===== src/ooo_cfg.svh =====
`ifndef OOO_CFG_SVH
`define OOO_CFG_SVH

// datapath width
`define OOO_XLEN 32

// physical register file
`define OOO_PHY_REGS 64
`define OOO_PHY_W 6

// reservation station entries
`define OOO_RS_DEPTH 8

`endif


===== src/ooo_pkg.sv =====
`default_nettype none

`include "ooo_cfg.svh"

package ooo_pkg;

    typedef logic [`OOO_XLEN-1:0] xlen_t;
    typedef logic [`OOO_PHY_W-1:0] phy_t;

    typedef enum logic [3:0] {
        ALU_ADD  = 4'd0,
        ALU_SUB  = 4'd1,
        ALU_AND  = 4'd2,
        ALU_OR   = 4'd3,
        ALU_XOR  = 4'd4,
        ALU_SLL  = 4'd5,
        ALU_SRL  = 4'd6,
        ALU_SRA  = 4'd7,
        ALU_SLT  = 4'd8,
        ALU_SLTU = 4'd9
    } alu_op_t;

    // shared by the alu result bus and the load return bus
    typedef struct packed {
        logic  valid;
        phy_t  phy;
        xlen_t data;
    } result_bus_t;

    typedef struct packed {
        alu_op_t op;
        phy_t    rd;
        phy_t    src1;
        phy_t    src2;
        xlen_t   val1;
        xlen_t   val2;   // holds the immediate when one is used
        logic    rdy1;
        logic    rdy2;
    } rs_payload_t;

endpackage

`default_nettype wire


===== src/phys_reg_file.sv =====
`timescale 1ns/1ps
`default_nettype none

`include "ooo_cfg.svh"

module phys_reg_file (
    input  logic                 clk,
    input  logic                 reset,
    input  ooo_pkg::phy_t        src1,
    input  ooo_pkg::phy_t        src2,
    output ooo_pkg::xlen_t       val1,
    output ooo_pkg::xlen_t       val2,
    output logic                 rdy1,
    output logic                 rdy2,
    input  logic                 clear_valid,
    input  ooo_pkg::phy_t        clear_phy,
    input  logic                 load_clear_valid,
    input  ooo_pkg::phy_t        load_clear_phy,
    input  ooo_pkg::result_bus_t alu_bus,
    input  ooo_pkg::result_bus_t load_bus
);

    ooo_pkg::xlen_t          regs [`OOO_PHY_REGS];
    logic [`OOO_PHY_REGS-1:0] ready;

    // returns {ready, value}, a matching bus wins over the stored word
    function automatic logic [`OOO_XLEN:0] read_operand(input ooo_pkg::phy_t tag);
        if (alu_bus.valid && alu_bus.phy == tag)
            return {1'b1, alu_bus.data};
        if (load_bus.valid && load_bus.phy == tag)
            return {1'b1, load_bus.data};
        return {ready[tag], regs[tag]};
    endfunction

    always_comb begin
        {rdy1, val1} = read_operand(src1);
        {rdy2, val2} = read_operand(src2);
    end

    always_ff @(posedge clk) begin
        if (reset) begin
            for (int i = 0; i < `OOO_PHY_REGS; i++) begin
                regs[i] <= '0;   // every tag reads zero and ready
            end
            ready <= '1;
        end else begin
            if (alu_bus.valid) begin
                regs[alu_bus.phy]  <= alu_bus.data;
                ready[alu_bus.phy] <= 1'b1;
            end
            if (load_bus.valid) begin
                regs[load_bus.phy]  <= load_bus.data;
                ready[load_bus.phy] <= 1'b1;
            end
            // new producers, pending until their bus write
            if (clear_valid)
                ready[clear_phy] <= 1'b0;
            if (load_clear_valid)
                ready[load_clear_phy] <= 1'b0;
        end
    end

endmodule

`default_nettype wire


===== config.mk =====
export PLATFORM = sky130hd
export DESIGN_NAME = phys_reg_file
export DESIGN_NICKNAME = d
export VERILOG_FILES = /design/src/ooo_pkg.sv /design/src/phys_reg_file.sv
export VERILOG_INCLUDE_DIRS = /design/src /design/src/src
export SDC_FILE = /design/constraint.sdc
export NUM_CORES = 2
export LEC_CHECK = 0
export BUFFER_PORTS_ARGS = -buffer_cell sky130_fd_sc_hd__buf_2
export CELL_PAD_IN_SITES_DETAIL_PLACEMENT = 0
export CELL_PAD_IN_SITES_GLOBAL_PLACEMENT = 1
export CORE_ASPECT_RATIO = 0.75
export CORE_MARGIN = 2
export CORE_UTILIZATION = 35
export DETAILED_ROUTE_END_ITERATION = 7
export PLACE_DENSITY = 0.62
export SYNTH_ARGS = -nofsm -noshare
export SYNTH_HDL_FRONTEND = slang
export SYNTH_SLANG_ARGS = --single-unit

===== constraint.sdc =====
create_clock -name clk -period 2.2 [get_ports clk]
set_clock_uncertainty 0.2 [all_clocks]
set_input_delay 0 -clock clk [delete_from_list [all_inputs] [get_ports clk]]
set_output_delay 0 -clock clk [all_outputs]
set_load 0.02 [all_outputs]

==> metrics <==
RSZ-0062 raised after global routing=yes; failing checks=negative setup slack; Hold WS=17.66 ps; peak supply drop=0.0007313 V; Final min period=4648 ps; fmax=215.1 MHz; Required @ worst endpoint=2000 ps; Core Region=0.3498 sq mm; power density cells=687.9 mW/mm^2; syn_nets=8918; htree depth=4; die area=0.3565 sq mm; Clk Latency, worst-skew pair=930 ps; first-pass GRT wire length=901.6 mm; Worst EP arrival=4450 ps; largest net degree at the start of global routing=67; DR pass1 iterations=8; simple-gate area share of the yosys netlist=3.728%; port bufs=171; Initial Util=35.19%; Netlist cell types=65; Final nets=9952; Hold Vio Cnt, Final=0; CTS tree=yes; Worst Max-Slew Pin Slew=1008 ps; Relative slew margins=32.78%; CP max stage cell=a22oi_2; Ports=172; CP startpoint kind=flop; Routed Antenna Nets=0; Placed Instance Area=0.1473 sq mm; post-synthesis mux area share=20.15%; largest family of logic cells by synthesized area=compound AO/OA/AOI/OAI gates; Chip Width=688.7 microns; Post-Synth XOR/XNOR Area=0.1708%; Post-Route WL=681.9 mm; clock sink total=2112; CP endpoint kind=output pin; #FFs+latches synth=2112; Post-synth EDFFs=2048; Post-DP HPWL=484.4 mm; Num CTS Buffers=233; max cap viols=0; All-Layer GR Usage=37.19%; DR iter-0 viols=17950; cell count after synthesis=8812; post-placement setup slack=-2632 ps; initial antenna violation count=58; Placed Cells=14160; Layout Cells excl Fill=14710; worst hold path class=input pin to flop; Clock transition at path regs=70 ps; status=finished with violations; Adder-Cell Fraction of Synth Area=0%; Synth Flop Type=edfxtp_1; largest stage delay on the critical path=740 ps; crit-path max FO=2; Clock Path Buffers=4; Vias=104100; CTS Root Cell=clkbuf_16; sequential-to-total area share from yosys stat=51.01%; P&R area growth vs syn=29.44%; Post-synth ARST share=0%; ratio of cells with drive above 1 in the final layout=39.54%; Die H=517.6 microns; Compound-Gate Fraction of Synth Area=20.25%; Avg Cell Area, Syn=13.97 sq um; Netlist Area Pre-Place=0.1231 sq mm; Row Count=188; Synth Warn #=0; final setup violating endpoints=71; Design Power=109.6 mW; gr ovfl total=0; Worst Slack Setup Final=-2448 ps; P_leak=55.59 nW; Worst Path Class, Setup=flop to output pin; vias per std cell=7.078; wire length per cell=46.36 microns; worst path cell trace=buf_4 > mux4_2 > a22oi_2 > nand4_1 > buf_4 > a22oi_2 > a41oi_2 > buf_6 > buf_6; fin crit share=211.3%; vias in the first global route=98110; GP Congestion=1.041; DRC viols=0; max-slew violations=0; Design Area, Final=0.1593 sq mm
## worst paths after layout
| kind | startpoint | to | depth (start not counted) | slack, ps |
|---|---|---|---|---|
| max | regs[11][19] | val2[19] | 9 | -2450 |
| min | load_bus[32] | ready[23] | 9 | 20 |
| max reg2reg | ready[50] | ready[50] | 3 | 840 |
| min reg2reg | ready[54] | ready[54] | 1 | 320 |
## cell families after synthesis
group           after synthesis
compound gates             3028
flops                      2112
mux                        1389
buf+inv                    1363
simple gates                896
xor+xnor                     24
## repair_timing
item	4_1_cts	5_1_grt
cloned	0	1
pin swaps	196	77
setup buffers	16	15
setup endpoints to repair	66	805
hold endpoints to repair	2237	5
gates resized for setup	608	86
hold buffers	136	1
## critical path: cells and delay by family, from the launching register on
family,cells,cell delay [ps]
AOI/OAI and AO/OA,3,1620
and+or+nand+nor,1,260
muxes,1,450
buffers and inverters,4,720
DFF,1,390
## report_power, final
part / total [mW] / switching [mW] / internal [mW]
Sequential: 47.6 / 1.25 / 46.3
Combinational: 21.9 / 13.4 / 8.51
Clock: 40.1 / 17.9 / 22.3
Total: 110 / 32.5 / 77.1
## placed cells by master (no fill, tap or decap), types with 28 or more instances in the layout
master | netlist | routed
mux4_2 | 854 | 854
clkbuf_1 | 945 | 32
nand3_1 | 79 | 58
a22oi_2 | 0 | 53
buf_2 | 299 | 38
nor2b_1 | 120 | 112
a211o_1 | 30 | 30
a22oi_1 | 238 | 185
mux2i_1 | 362 | 345
nand2_1 | 120 | 113
o22ai_1 | 182 | 177
o21ai_0 | 57 | 53
o21bai_1 | 47 | 47
nor2_1 | 286 | 213
dfxtp_1 | 64 | 63
dlygate4sd3_1 | 0 | 127
or3_1 | 69 | 50
a22o_1 | 2078 | 2057
a211oi_1 | 118 | 94
edfxtp_1 | 2048 | 2048
a21oi_2 | 0 | 36
nor2_4 | 0 | 67
clkinv_2 | 0 | 41
a21oi_4 | 0 | 37
nor3_2 | 29 | 43
mux2_2 | 173 | 165
or2_2 | 56 | 55
clkbuf_16 | 0 | 241
buf_6 | 5 | 117
buf_12 | 0 | 617
clkinv_1 | 1 | 57
nand4_1 | 28 | 28
nor3_4 | 0 | 32
buf_4 | 66 | 1240
o22a_1 | 34 | 34
## cell type report
| cell class | count | area [sq um] |
|---|---|---|
| antenna | 22 | 55.05 |
| clock buffer | 278 | 6196 |
| clock inverter | 142 | 1225 |
| fill | 30570 | 190500 |
| inverter | 8 | 30.03 |
| multi-input combinational | 5337 | 58550 |
| sequential | 2112 | 62780 |
| tap | 4655 | 5824 |
| timing repair buffer | 2154 | 24650 |
## Yosys cell counts (56+ instances only)
| library cell | n | area (sq um) |
|---|---|---|
| a22oi_1 | 238 | 1787 |
| buf_2 | 299 | 1496 |
| mux4_2 | 854 | 19230 |
| edfxtp_1 | 2048 | 61500 |
| mux2i_1 | 362 | 3623 |
| or2_2 | 56 | 350.3 |
| dfxtp_1 | 64 | 1281 |
| a21oi_1 | 97 | 485.5 |
| a211oi_1 | 118 | 885.9 |
| nand3_1 | 79 | 395.4 |
| a221oi_1 | 56 | 490.5 |
| nand2_1 | 120 | 450.4 |
| or3_1 | 69 | 431.7 |
| a22o_1 | 2078 | 18200 |
| o21ai_0 | 57 | 285.3 |
| o22ai_1 | 182 | 1139 |
| nor2b_1 | 120 | 750.7 |
| clkbuf_1 | 945 | 3547 |
| nor2_1 | 286 | 1074 |
| buf_4 | 66 | 495.5 |
| mux2_2 | 173 | 1948 |
## flip-flops by register name, indices dropped and copies added (netlist names)
signal  count
regs     2048
ready      64
## through the flow
step / util, % / setup TNS [ps]
2_1_floorplan: - / -834.5
3_3_place_gp: 42.10 / -435840
3_5_place_dp: 42.11 / -453820
4_1_cts: 45.39 / -154590
5_1_grt: 45.53 / -89170
6_report: 45.55 / -88490
## metal layers
layer / vias to the layer above / wire length (microns) / GRT usage, %
li1: 39080 / - / -
met1: 54360 / 248800 / 47.97
met2: 9107 / 272900 / 50.95
met3: 1527 / 116000 / 18.79
met4: 32 / 43720 / 18.75
met5: - / 459 / 0
(Power assumes the default switching activity.)
