**src/ooo_cfg.svh**
```systemverilog
`ifndef OOO_CFG_SVH
`define OOO_CFG_SVH

// datapath width
`define OOO_XLEN 32

// physical register file
`define OOO_PHY_REGS 64
`define OOO_PHY_W 6

// reservation station entries
`define OOO_RS_DEPTH 8

`endif

```
**src/ooo_pkg.sv**
```systemverilog
`default_nettype none

`include "ooo_cfg.svh"

package ooo_pkg;

    typedef logic [`OOO_XLEN-1:0] xlen_t;
    typedef logic [`OOO_PHY_W-1:0] phy_t;

    typedef enum logic [3:0] {
        ALU_ADD  = 4'd0,
        ALU_SUB  = 4'd1,
        ALU_AND  = 4'd2,
        ALU_OR   = 4'd3,
        ALU_XOR  = 4'd4,
        ALU_SLL  = 4'd5,
        ALU_SRL  = 4'd6,
        ALU_SRA  = 4'd7,
        ALU_SLT  = 4'd8,
        ALU_SLTU = 4'd9
    } alu_op_t;

    // shared by the alu result bus and the load return bus
    typedef struct packed {
        logic  valid;
        phy_t  phy;
        xlen_t data;
    } result_bus_t;

    typedef struct packed {
        alu_op_t op;
        phy_t    rd;
        phy_t    src1;
        phy_t    src2;
        xlen_t   val1;
        xlen_t   val2;   // holds the immediate when one is used
        logic    rdy1;
        logic    rdy2;
    } rs_payload_t;

endpackage

`default_nettype wire

```
**src/rs_slot_if.sv**
```systemverilog
`timescale 1ns/1ps
`default_nettype none

interface rs_slot_if;

    logic                 alloc;          // one-cycle strobe from dispatch
    ooo_pkg::rs_payload_t payload;
    logic                 busy;
    logic                 request;        // busy with both operands ready
    logic                 grant;          // one-hot across slots
    ooo_pkg::rs_payload_t issue_payload;

    modport dispatch (
        output alloc,
        output payload,
        input  busy
    );

    modport slot (
        input  alloc,
        input  payload,
        input  grant,
        output busy,
        output request,
        output issue_payload
    );

    modport issue (
        input  request,
        input  issue_payload,
        output grant
    );

endinterface

`default_nettype wire

```
**src/rs_slot.sv**
```systemverilog
`timescale 1ns/1ps
`default_nettype none

module rs_slot (
    input  logic                 clk,
    input  logic                 reset,
    rs_slot_if.slot              port,
    input  ooo_pkg::result_bus_t alu_bus,
    input  ooo_pkg::result_bus_t load_bus
);

    logic                 busy;
    ooo_pkg::rs_payload_t entry;
    logic                 hit1_alu;
    logic                 hit1_load;
    logic                 hit2_alu;
    logic                 hit2_load;

    // wakeup match, only for operands still pending
    assign hit1_alu  = !entry.rdy1 && alu_bus.valid && alu_bus.phy == entry.src1;
    assign hit1_load = !entry.rdy1 && load_bus.valid && load_bus.phy == entry.src1;
    assign hit2_alu  = !entry.rdy2 && alu_bus.valid && alu_bus.phy == entry.src2;
    assign hit2_load = !entry.rdy2 && load_bus.valid && load_bus.phy == entry.src2;

    always_ff @(posedge clk) begin
        if (reset)
            busy <= 1'b0;
        else if (port.alloc)
            busy <= 1'b1;
        else if (port.grant)
            busy <= 1'b0;   // free right after issue
    end

    always_ff @(posedge clk) begin
        if (port.alloc) begin
            entry <= port.payload;
        end else begin
            if (hit1_alu) begin
                entry.val1 <= alu_bus.data;
                entry.rdy1 <= 1'b1;
            end else if (hit1_load) begin
                entry.val1 <= load_bus.data;
                entry.rdy1 <= 1'b1;
            end
            if (hit2_alu) begin
                entry.val2 <= alu_bus.data;
                entry.rdy2 <= 1'b1;
            end else if (hit2_load) begin
                entry.val2 <= load_bus.data;
                entry.rdy2 <= 1'b1;
            end
        end
    end

    assign port.busy          = busy;
    assign port.request       = busy && entry.rdy1 && entry.rdy2;
    assign port.issue_payload = entry;

endmodule

`default_nettype wire

```
**src/flat_wrapper.sv**
```systemverilog
// flat-port wrapper written by rule: the top's interface ports become plain ports
module rs_slot_flat 
  (clk, reset, alu_bus, load_bus, port_alloc, port_payload, port_grant, port_busy, port_request, port_issue_payload);
  rs_slot_if port_i ();
  input  logic clk;
  input  logic reset;
  input  ooo_pkg::result_bus_t alu_bus;
  input  ooo_pkg::result_bus_t load_bus;
  input wire logic [$bits(port_i.alloc)-1:0] port_alloc;
  input wire logic [$bits(port_i.payload)-1:0] port_payload;
  input wire logic [$bits(port_i.grant)-1:0] port_grant;
  output wire logic [$bits(port_i.busy)-1:0] port_busy;
  output wire logic [$bits(port_i.request)-1:0] port_request;
  output wire logic [$bits(port_i.issue_payload)-1:0] port_issue_payload;
  assign port_i.alloc = port_alloc;
  assign port_i.payload = port_payload;
  assign port_i.grant = port_grant;
  assign port_busy = port_i.busy;
  assign port_request = port_i.request;
  assign port_issue_payload = port_i.issue_payload;
  rs_slot u_core (.clk(clk), .reset(reset), .port(port_i), .alu_bus(alu_bus), .load_bus(load_bus));
endmodule
```
**config.mk**
```make
export PLATFORM = sky130hd
export DESIGN_NAME = rs_slot_flat
export DESIGN_NICKNAME = d
export VERILOG_FILES = /design/src/ooo_pkg.sv /design/src/rs_slot_if.sv /design/src/rs_slot.sv /design/src/flat_wrapper.sv
export VERILOG_INCLUDE_DIRS = /design/src /design/src/src
export SDC_FILE = /design/constraint.sdc
export NUM_CORES = 1
export LEC_CHECK = 0
export BUFFER_PORTS_ARGS = -buffer_cell sky130_fd_sc_hd__buf_2
export CAP_MARGIN = 20
export CORE_ASPECT_RATIO = 0.5
export CORE_MARGIN = 1
export CORE_UTILIZATION = 41
export CTS_CLUSTER_SIZE = 14
export DETAILED_ROUTE_END_ITERATION = 16
export GPL_TIMING_DRIVEN = 0
export PLACE_DENSITY = 0.87
export SLEW_MARGIN = 20
export SYNTH_ARGS = -nofsm -noshare
export SYNTH_HDL_FRONTEND = slang
export SYNTH_SLANG_ARGS = --single-unit
```
**constraint.sdc**
```tcl
create_clock -name clk -period 3.2 [get_ports clk]
set_input_delay 0.64 -clock clk [delete_from_list [all_inputs] [get_ports clk]]
set_output_delay 0.64 -clock clk [all_outputs]
set_load 0.005 [all_outputs]
```
==> results.sh, run 1 <==
export IMPL_top_layer="met4"
export IMPL_startpoint_type="primary input"
export IMPL_drt_wirelength_per_cell_um=19.8
export IMPL_htreeDepth=3
export IMPL_leakagePower_nw=2.71
export IMPL_drt_iter0_markers=455
export IMPL_yosysSeqAreaShare=0.541
export IMPL_report_final_setup_viol=0
export IMPL_dr_wl_met2_um=8470
export IMPL_dr_pass1_iters=7
export IMPL_tightest_slew_ns=0.655
export IMPL_ff2ff_path_depth=5
export IMPL_r2r_slack_ns=0.65
export IMPL_cts_setup_buffers=0
export IMPL_hold_viol=0
export IMPL_synth_nets=611
export IMPL_dr_wl_met3_um=1450
export IMPL_cts_root_buffer="clkbuf_16"
export IMPL_crit_path_end_kind="flip-flop"
export IMPL_cts_sinks=89
export IMPL_endpoint="u_core.port.issue_payload[33]$_DFFE_PP_"
export IMPL_slew_limit_headroom=0.563
export IMPL_antenna_cells=0
export IMPL_die_area_mm2=0.0125
export IMPL_irDropWorstVdd_v=0.000264
export IMPL_syn2layout_area_growth_pct=38.3
export IMPL_max_freq_ghz=0.377
export IMPL_gp_congestion=0.936
export IMPL_wl_um=17400
export IMPL_ys_ff_latch=89
export IMPL_min_period_over_period=0.828
export IMPL_final_common_cell="buf_2"
export IMPL_routedLengthMet1_um=6890
export IMPL_hp_class="in -> reg"
export IMPL_rsz0062_at_grt="no"
export IMPL_via_per_inst=5.77
export IMPL_crit_path_start="port_alloc"
export IMPL_grt_pass1_wl_um=25700
export IMPL_slew_viol_final=0
export IMPL_synthFlopType="edfxtp_1"
export IMPL_synth_area_per_cell_um2=11.2
export IMPL_final_antenna_net_count=0
export IMPL_layout_common_cells="buf_2 (276), edfxtp_1 (88), nor2b_1 (66), a41oi_1 (65), a21oi_1 (65)"
export IMPL_syn_cell_area_mm2=0.00492
export IMPL_drive_gt1_frac=0.430
export IMPL_die_w_um=157
export IMPL_clk_pin_slew_ns=0.06
export IMPL_start_util=0.434
export IMPL_outcome="completed"
export IMPL_cts_hold_buf=0
export IMPL_r2r_start="u_core.port.issue_payload[76]$_DFFE_PP_"
export IMPL_max_cap_viol_count=0
export IMPL_critical_path_arrival_ns=2.69
export IMPL_multiInputGateArea_mm2=0.00201
export IMPL_cts_buffers=9
export IMPL_power_density_mw_per_mm2=465
export IMPL_p_total_mw=3.16
export IMPL_clock_path_buffers=2
export IMPL_grt_pass1_vias=4907
export IMPL_syn_inst=441
export IMPL_crit_required_ns=3.24
export IMPL_crit_type="in -> reg"
export IMPL_fin_nets=883
export IMPL_dp_hpwl_um=12900
export IMPL_postPlaceCellArea_mm2=0.00649
export IMPL_numPortBuffers=259
export IMPL_drc=0
export IMPL_rr_endpoint="u_core.port.issue_payload[64]$_DFFE_PP_"
export IMPL_core_mm2=0.0113
export IMPL_grtUsageTotal=0.274
export IMPL_synth_warnings=0
export IMPL_final_area_mm2=0.00680
export IMPL_rows=27
export IMPL_gr_total_overflow=0
export IMPL_die_h_um=79.4
export IMPL_fillers=931
export IMPL_insertion_delay_ns=0.34
export IMPL_cts_tree="built"
export IMPL_cp_max_fo=29
export IMPL_vias=5058
export IMPL_synthArstFlopShare=0
export IMPL_fin_crit_ns=2.65
export IMPL_ctsResizeCount=0
export IMPL_antenna_found_initial=0
export IMPL_ys_types=24
export IMPL_grt_max_degree=30
export IMPL_seq_area_mm2=0.00266
export IMPL_synth_edf_count=88
export IMPL_fin_skew_ns=0.00804
export IMPL_io_pins=260
-- area by class of cell --
cell class / instances / share of cell area
inverters: 1 / 0.000552
plain buffers: 46 / 0.0384
flip-flops and latches: 89 / 0.391
repair buffers: 261 / 0.199
clock inverters: 5 / 0.0118
multi-input cells: 305 / 0.296
well taps: 159 / 0.0292
clock buffers: 11 / 0.0342
-- routing by layer --
metal / vias to the layer above / track usage
met1: 2381 / 0.347
met4: 0 / 0.111
met2: 336 / 0.456
met3: 60 / 0.0624
met5: - / 0
li1: 2281 / -
-- worst min-delay path by stage --
stage / depth (start not counted) / end / slack (ns) / start
detailed placement: 2 / u_core.port.busy$_SDFFE_PP0P_ / 0.49 / u_core.port.busy$_SDFFE_PP0P_
global route: 1 / u_core.port.issue_payload[84]$_DFFE_PP_ / 0.46 / port_payload[84]
floorplan: 2 / u_core.port.busy$_SDFFE_PP0P_ / 0.49 / u_core.port.busy$_SDFFE_PP0P_
finish: 2 / u_core.port.busy$_SDFFE_PP0P_ / 0.45 / reset
global placement: 2 / u_core.port.busy$_SDFFE_PP0P_ / 0.48 / u_core.port.busy$_SDFFE_PP0P_
CTS: 2 / u_core.port.busy$_SDFFE_PP0P_ / 0.45 / reset
-- stage by stage --
step	TNS, ns	std cells	util	hold WS (ns)	setup slack, ns
floorplan	0	441	-	0.494	0.529
global placement	-17.53	859	0.567	0.483	-0.288
detailed placement	0	861	0.573	0.493	0.242
CTS	0	877	0.601	0.449	0.600
global route	0	877	0.601	0.458	0.472
finish	0	877	0.601	0.448	0.550
-- power by group --
part | internal, mW | total, mW | switching, mW
registers | 1.38 | 1.42 | 0.0350
clock network | 0.684 | 1.13 | 0.449
logic | 0.258 | 0.610 | 0.352
total | 2.32 | 3.16 | 0.837
-- cells in the mapped netlist (all sizes together) (3+ instances only) --
cell type  count  area, um2
o21ai         66        330
buf           27        186
xnor2         12        105
xor2          14        123
clkbuf        19       75.1
a21oi         65        325
edfxtp        88       2640
nor2           3       11.3
nor2b         66        413
a41oi         66        586
-- logic make-up after synthesis --
group,Yosys count,synth area share
flip-flops,89,0.541
buffers and inverters,47,0.0539
AND/OR/NAND/NOR,82,0.106
XOR/XNOR,26,0.0463
AO/OA/AOI/OAI,197,0.252
-- worst max-delay path, cell delays in order --
cell and delay [ns]:
buf_2 0.51, buf_2 0.31, clkbuf_1 0.47, a41oi_1 0.20
o21ai_4 0.28, buf_16 0.25
-- flip-flops by register name (all words and copies together) (netlist names) --
signal	flops
u_core.port.busy	1
u_core.port.issue_payload	88
Note: power is estimated with default switching activity, not from simulation.
==> run 2, diff against run 1 <==
ABC_AREA = 1   (was default)
CORE_UTILIZATION = 42   (was 41)
PLACE_DENSITY = 0.88   (was 0.87)
clock period = 2.3 ns   (was 3.2 ns; I/O delays follow)
==> results.sh, run 2 <==
export IMPL_synth_nets=785
export IMPL_fin_nets=1055
export IMPL_max_freq_ghz=0.480
export IMPL_ys_top_cells_by_area="edfxtp_1 (53%), nand2_1 (17%), nand3_1 (14%), inv_1 (6.5%), buf_4 (1.8%)"
export IMPL_hold_depth=2
export IMPL_grt_pass1_wl_um=24800
export IMPL_slew_limit_headroom=0.610
export IMPL_final_antenna_net_count=0
export IMPL_fin_skew_ns=0.00599
export IMPL_yosysMostFrequentCell="nand2_1"
export IMPL_postLayoutCoreUtil=0.607
export IMPL_drt_iter0_markers=524
export IMPL_synth_warnings=0
export IMPL_irDropWorstVdd_v=0.000347
export IMPL_crit_path_end_kind="flip-flop"
export IMPL_synth_edf_count=88
export IMPL_rows=27
export IMPL_max_cap_viol_count=0
export IMPL_cts_root_buffer="clkbuf_16"
export IMPL_final_common_cell="buf_2"
export IMPL_die_h_um=79.2
export IMPL_hp_class="in -> reg"
export IMPL_antenna_cells=0
export IMPL_synthFlopType="edfxtp_1"
export IMPL_cts_tree="built"
export IMPL_wl_um=16500
export IMPL_clock_path_buffers=2
export IMPL_slew_viol_final=0
export IMPL_yosysTopAreaCell="edfxtp_1"
export IMPL_report_final_setup_viol=0
export IMPL_htreeDepth=3
export IMPL_largest_register_ffs=88
export IMPL_layout_common_cells="buf_2 (266), nand2_1 (232), nand3_1 (135), edfxtp_1 (88), inv_1 (87)"
export IMPL_start_util=0.443
export IMPL_critPathMaxStageDelay_ns=0.46
export IMPL_grt_pass1_vias=5088
export IMPL_die_w_um=156
export IMPL_synthArstFlopShare=0
export IMPL_numPortBuffers=259
export IMPL_crit_required_ns=2.28
export IMPL_critical_path_arrival_ns=2.06
export IMPL_core_mm2=0.0113
export IMPL_syn_cell_area_mm2=0.00500
export IMPL_syn2layout_area_growth_pct=36.9
export IMPL_synth_area_per_cell_um2=8.13
export IMPL_cts_sinks=89
export IMPL_grt_max_degree=34
export IMPL_dp_slack_ns=-0.385
export IMPL_rsz0062_at_grt="no"
export IMPL_dp_hpwl_um=12400
export IMPL_insertion_delay_ns=0.34
export IMPL_startpoint_type="primary input"
export IMPL_ys_ff_latch=89
export IMPL_outcome="completed"
export IMPL_grtUsageTotal=0.263
export IMPL_crit_top_cell="buf_2"
export IMPL_cp_max_fo=33
export IMPL_crit_type="in -> reg"
export IMPL_antenna_found_initial=0
export IMPL_drt_wirelength_per_cell_um=15.7
export IMPL_ff2ff_path_depth=8
export IMPL_dr_pass1_iters=5
export IMPL_netlist_top_cells_count="nand2_1 (232), nand3_1 (137), edfxtp_1 (88)"
export IMPL_cp_slowest_cell="buf_2"
export IMPL_tightest_slew_ns=0.585
export IMPL_drive_gt1_frac=0.354
export IMPL_yosysTopAreaCellShare=0.529
export IMPL_fin_crit_ns=2.09
export IMPL_path_cells="buf_2, clkinv_1, buf_2, nand3_4"
export IMPL_io_pins=260
export IMPL_power_density_mw_per_mm2=630
export IMPL_hold_viol=0
export IMPL_ys_types=22
export IMPL_vias=5207
export IMPL_cts_setup_buffers=0
export IMPL_syn_inst=615
export IMPL_gp_congestion=0.936
export IMPL_worst_slack_ns=0.215
export IMPL_leakagePower_nw=3.72
export IMPL_yosysSeqAreaShare=0.533
export IMPL_min_period_over_period=0.907
export IMPL_via_per_inst=4.96
export IMPL_gr_total_overflow=0
export IMPL_cts_buffers=9
export IMPL_die_area_mm2=0.0124
export IMPL_drc=0
export IMPL_p_total_mw=4.31
export IMPL_clk_pin_slew_ns=0.07
## run 2: layer usage
metal	up-vias	share of wire	track usage
li1	2510	-	-
met1	2395	0.40	0.316
met2	257	0.50	0.466
met3	45	0.071	0.0529
met4	0	0.028	0.103
met5	-	0	0
## run 2: path summary, 6_finish.rpt
check | start | endpoint | slack (ns)
max | port_alloc | u_core.port.issue_payload[37]$_DFFE_PP_ | 0.21
min | reset | u_core.port.busy$_SDFFE_PP0P_ | 0.26
max reg2reg | u_core.port.issue_payload[73]$_DFFE_PP_ | u_core.port.issue_payload[37]$_DFFE_PP_ | 0.22
min reg2reg | u_core.port.busy$_SDFFE_PP0P_ | u_core.port.busy$_SDFFE_PP0P_ | 0.48
## run 2: cell type report
| cell class | count | area (um2) |
|---|---|---|
| buffer | 32 | 219 |
| clock buffer | 9 | 225 |
| clock inverter | 7 | 100 |
| fill | 1032 | 4440 |
| inverter | 94 | 353 |
| multi-input combinational | 400 | 1790 |
| sequential | 89 | 2660 |
| tap | 159 | 199 |
| timing repair buffer | 259 | 1300 |
## run 2: where the power goes
group | switching [mW] | internal, mW
logic | 0.400 | 0.298
clock network | 0.675 | 0.965
registers | 0.0458 | 1.93
total | 1.12 | 3.19
## run 2: logic make-up (layout without fill, tap and decap cells)
| group | count (synthesis) | after routing | share of synthesized area |
|---|---|---|---|
| xor+xnor | 4 | 4 | 0.00701 |
| simple gates | 388 | 388 | 0.337 |
| compound gates | 8 | 8 | 0.00901 |
| buf+inv | 126 | 401 | 0.114 |
| flops | 89 | 89 | 0.533 |
## run 2: worst max-delay path, delay by kind of cell
kind	cells	cell delay, ns
and+or+nand+nor	1	0.45
buffers and inverters	3	1.12
## run 2: repair_timing
action                                  4_1_cts  5_1_grt
gates resized for setup                       2        0
hold buffers                                  0        0
endpoints found under the setup margin       66        0
## run 2: stage by stage
| stage | hold WS (ns) | cell area [um2] | cells | TNS [ns] |
|---|---|---|---|---|
| after floorplan | 0.462 | 5010 | 615 | 0 |
| after global placement | 0.458 | 6500 | 1033 | -18.61 |
| after detailed placement | 0.470 | 6500 | 1033 | -22.80 |
| after CTS | 0.256 | 6850 | 1049 | 0 |
| after global routing | 0.261 | 6850 | 1049 | 0 |
| final | 0.263 | 6850 | 1049 | 0 |
==> run 3, diff against run 2 <==
ABC_AREA = default   (was 1)
CORE_UTILIZATION = 41   (was 42)
PLACE_DENSITY = 0.87   (was 0.88)
==> results.sh, run 3 (synthesis gave the netlist of run 1 again) <==
export IMPL_outcome="completed"
export IMPL_slew_viol_final=0
export IMPL_tightest_slew_ns=0.740
export IMPL_final_antenna_net_count=0
export IMPL_via_per_inst=5.87
export IMPL_final_common_cell="buf_2"
export IMPL_slew_limit_headroom=0.503
export IMPL_insertion_delay_ns=0.34
export IMPL_vias=5178
export IMPL_gp_congestion=0.921
export IMPL_leakagePower_nw=2.75
export IMPL_cts_hold_buf=0
export IMPL_cts_sinks=89
export IMPL_p_total_mw=4.54
export IMPL_grt_pass1_vias=4986
export IMPL_antenna_found_initial=0
export IMPL_syn2layout_area_growth_pct=39.9
export IMPL_cts_buffers=9
export IMPL_startpoint_type="primary input"
export IMPL_power_density_mw_per_mm2=660
export IMPL_ff2ff_path_depth=5
export IMPL_wl_um=17800
export IMPL_drc=0
export IMPL_whs_endpoint="u_core.port.busy$_SDFFE_PP0P_"
export IMPL_drt_iter0_markers=640
export IMPL_crit_path_end_kind="flip-flop"
export IMPL_crit_type="in -> reg"
export IMPL_htreeDepth=3
export IMPL_grt_pass1_wl_um=26100
export IMPL_clk_pin_slew_ns=0.07
export IMPL_r2r_slack_ns=0.17
export IMPL_start_util=0.434
export IMPL_die_h_um=79.4
export IMPL_hp_class="in -> reg"
export IMPL_layout_common_cells="buf_2 (275), edfxtp_1 (88), nor2b_1 (66), a41oi_1 (65), a21oi_1 (65)"
export IMPL_rsz0062_at_grt="no"
export IMPL_max_freq_ghz=0.467
export IMPL_largest_register_ffs=88
export IMPL_fin_skew_ns=0.00813
export IMPL_fin_setup_tns_ns=0
export IMPL_dr_pass1_iters=6
export IMPL_irDropWorstVdd_v=0.000365
export IMPL_grtUsageTotal=0.281
export IMPL_hold_viol=0
export IMPL_max_cap_viol_count=0
export IMPL_fin_crit_ns=2.14
export IMPL_core_mm2=0.0113
export IMPL_r2r_start="u_core.port.issue_payload[75]$_DFFE_PP_"
export IMPL_drive_gt1_frac=0.437
export IMPL_multiInputGateArea_mm2=0.00203
export IMPL_antenna_cells=0
export IMPL_fin_nets=888
export IMPL_path_cells="buf_4, buf_2, clkbuf_1, a41oi_1, o21ai_4, buf_12"
export IMPL_hold_depth=2
export IMPL_clock_path_buffers=2
export IMPL_hold_start="reset"
export IMPL_die_w_um=157
export IMPL_dp_hpwl_um=13000
export IMPL_rows=27
export IMPL_crit_family="buffers and inverters"
export IMPL_fillers=935
export IMPL_drt_wirelength_per_cell_um=20.2
export IMPL_report_final_setup_viol=0
export IMPL_gr_total_overflow=0
export IMPL_critical_path_buf_inv_count=4
export IMPL_cp_slowest_cell="clkbuf_1"
export IMPL_numPortBuffers=259
export IMPL_io_pins=260
export IMPL_crit_required_ns=2.35
export IMPL_rr_endpoint="u_core.port.issue_payload[57]$_DFFE_PP_"
export IMPL_cts_tree="built"
export IMPL_die_area_mm2=0.0125
export IMPL_grt_max_degree=30
export IMPL_critical_path_arrival_ns=2.19
export IMPL_cp_max_fo=29
export IMPL_critPathMaxStageDelay_ns=0.46
export IMPL_seq_area_mm2=0.00266
export IMPL_cts_root_buffer="clkbuf_16"
export IMPL_min_period_over_period=0.931
[run 3: what timing repair did]
item                                    in CTS  in global routing
cloned                                       1                  0
endpoints found under the setup margin      55                  1
pin swaps                                    3                  0
endpoints found under the hold margin        0                  0
setup buffers                                5                  0
resized for setup                            2                  2
[run 3: layer usage]
layer | track usage | part of all wire
met1 | 0.352 | 0.39
met4 | 0.134 | 0.050
met5 | 0 | 0
met2 | 0.468 | 0.47
met3 | 0.0586 | 0.087
[run 3: power breakdown]
part           internal (mW)  total, mW  switching, mW
Combinational          0.366      0.865          0.499
Clock                   1.06       1.70          0.644
Sequential              1.92       1.97         0.0515
[run 3: worst reg2reg max path, cell delays in order (launching register included)]
cell	delay, ns
edfxtp_1	0.49
xnor2_1	0.25
nand4_1	0.33
clkbuf_2	0.37
o21ai_4	0.22
buf_4	0.19
[run 3: layout make-up]
class                      instances  area share
timing repair buffer             265       0.202
buffer                            46      0.0382
sequential                        89       0.387
tap                              159      0.0289
multi-input combinational        306       0.295
inverter                           1    0.000546
clock inverter                     6      0.0155
clock buffer                      10      0.0333
[run 3: how the worst max path moves through the flow]
stage,startpoint,depth (start not counted),endpoint
after global placement,alu_bus[34],5,u_core.port.issue_payload[30]$_DFFE_PP_
after detailed placement,alu_bus[34],5,u_core.port.issue_payload[39]$_DFFE_PP_
after CTS,u_core.port.issue_payload[76]$_DFFE_PP_,5,u_core.port.issue_payload[50]$_DFFE_PP_
after floorplan,u_core.port.issue_payload[71]$_DFFE_PP_,4,u_core.port.issue_payload[0]$_SDFFCE_PN1P_
final,port_alloc,6,u_core.port.issue_payload[49]$_DFFE_PP_
after global routing,u_core.port.issue_payload[68]$_DFFE_PP_,5,u_core.port.issue_payload[32]$_DFFE_PP_
[run 3: stage by stage]
| stage | hold slack [ns] | util | cells | setup WS, ns | instance area [um2] |
|---|---|---|---|---|---|
| detailed placement | 0.495 | 0.571 | 860 | -0.564 | 6460 |
| finish | 0.264 | 0.608 | 882 | 0.160 | 6880 |
| global placement | 0.483 | 0.569 | 859 | -0.543 | 6430 |
| CTS | 0.261 | 0.608 | 882 | 0.157 | 6880 |
| floorplan | 0.494 | - | 441 | 0.109 | 4940 |
| global route | 0.266 | 0.608 | 882 | 0.0781 | 6880 |
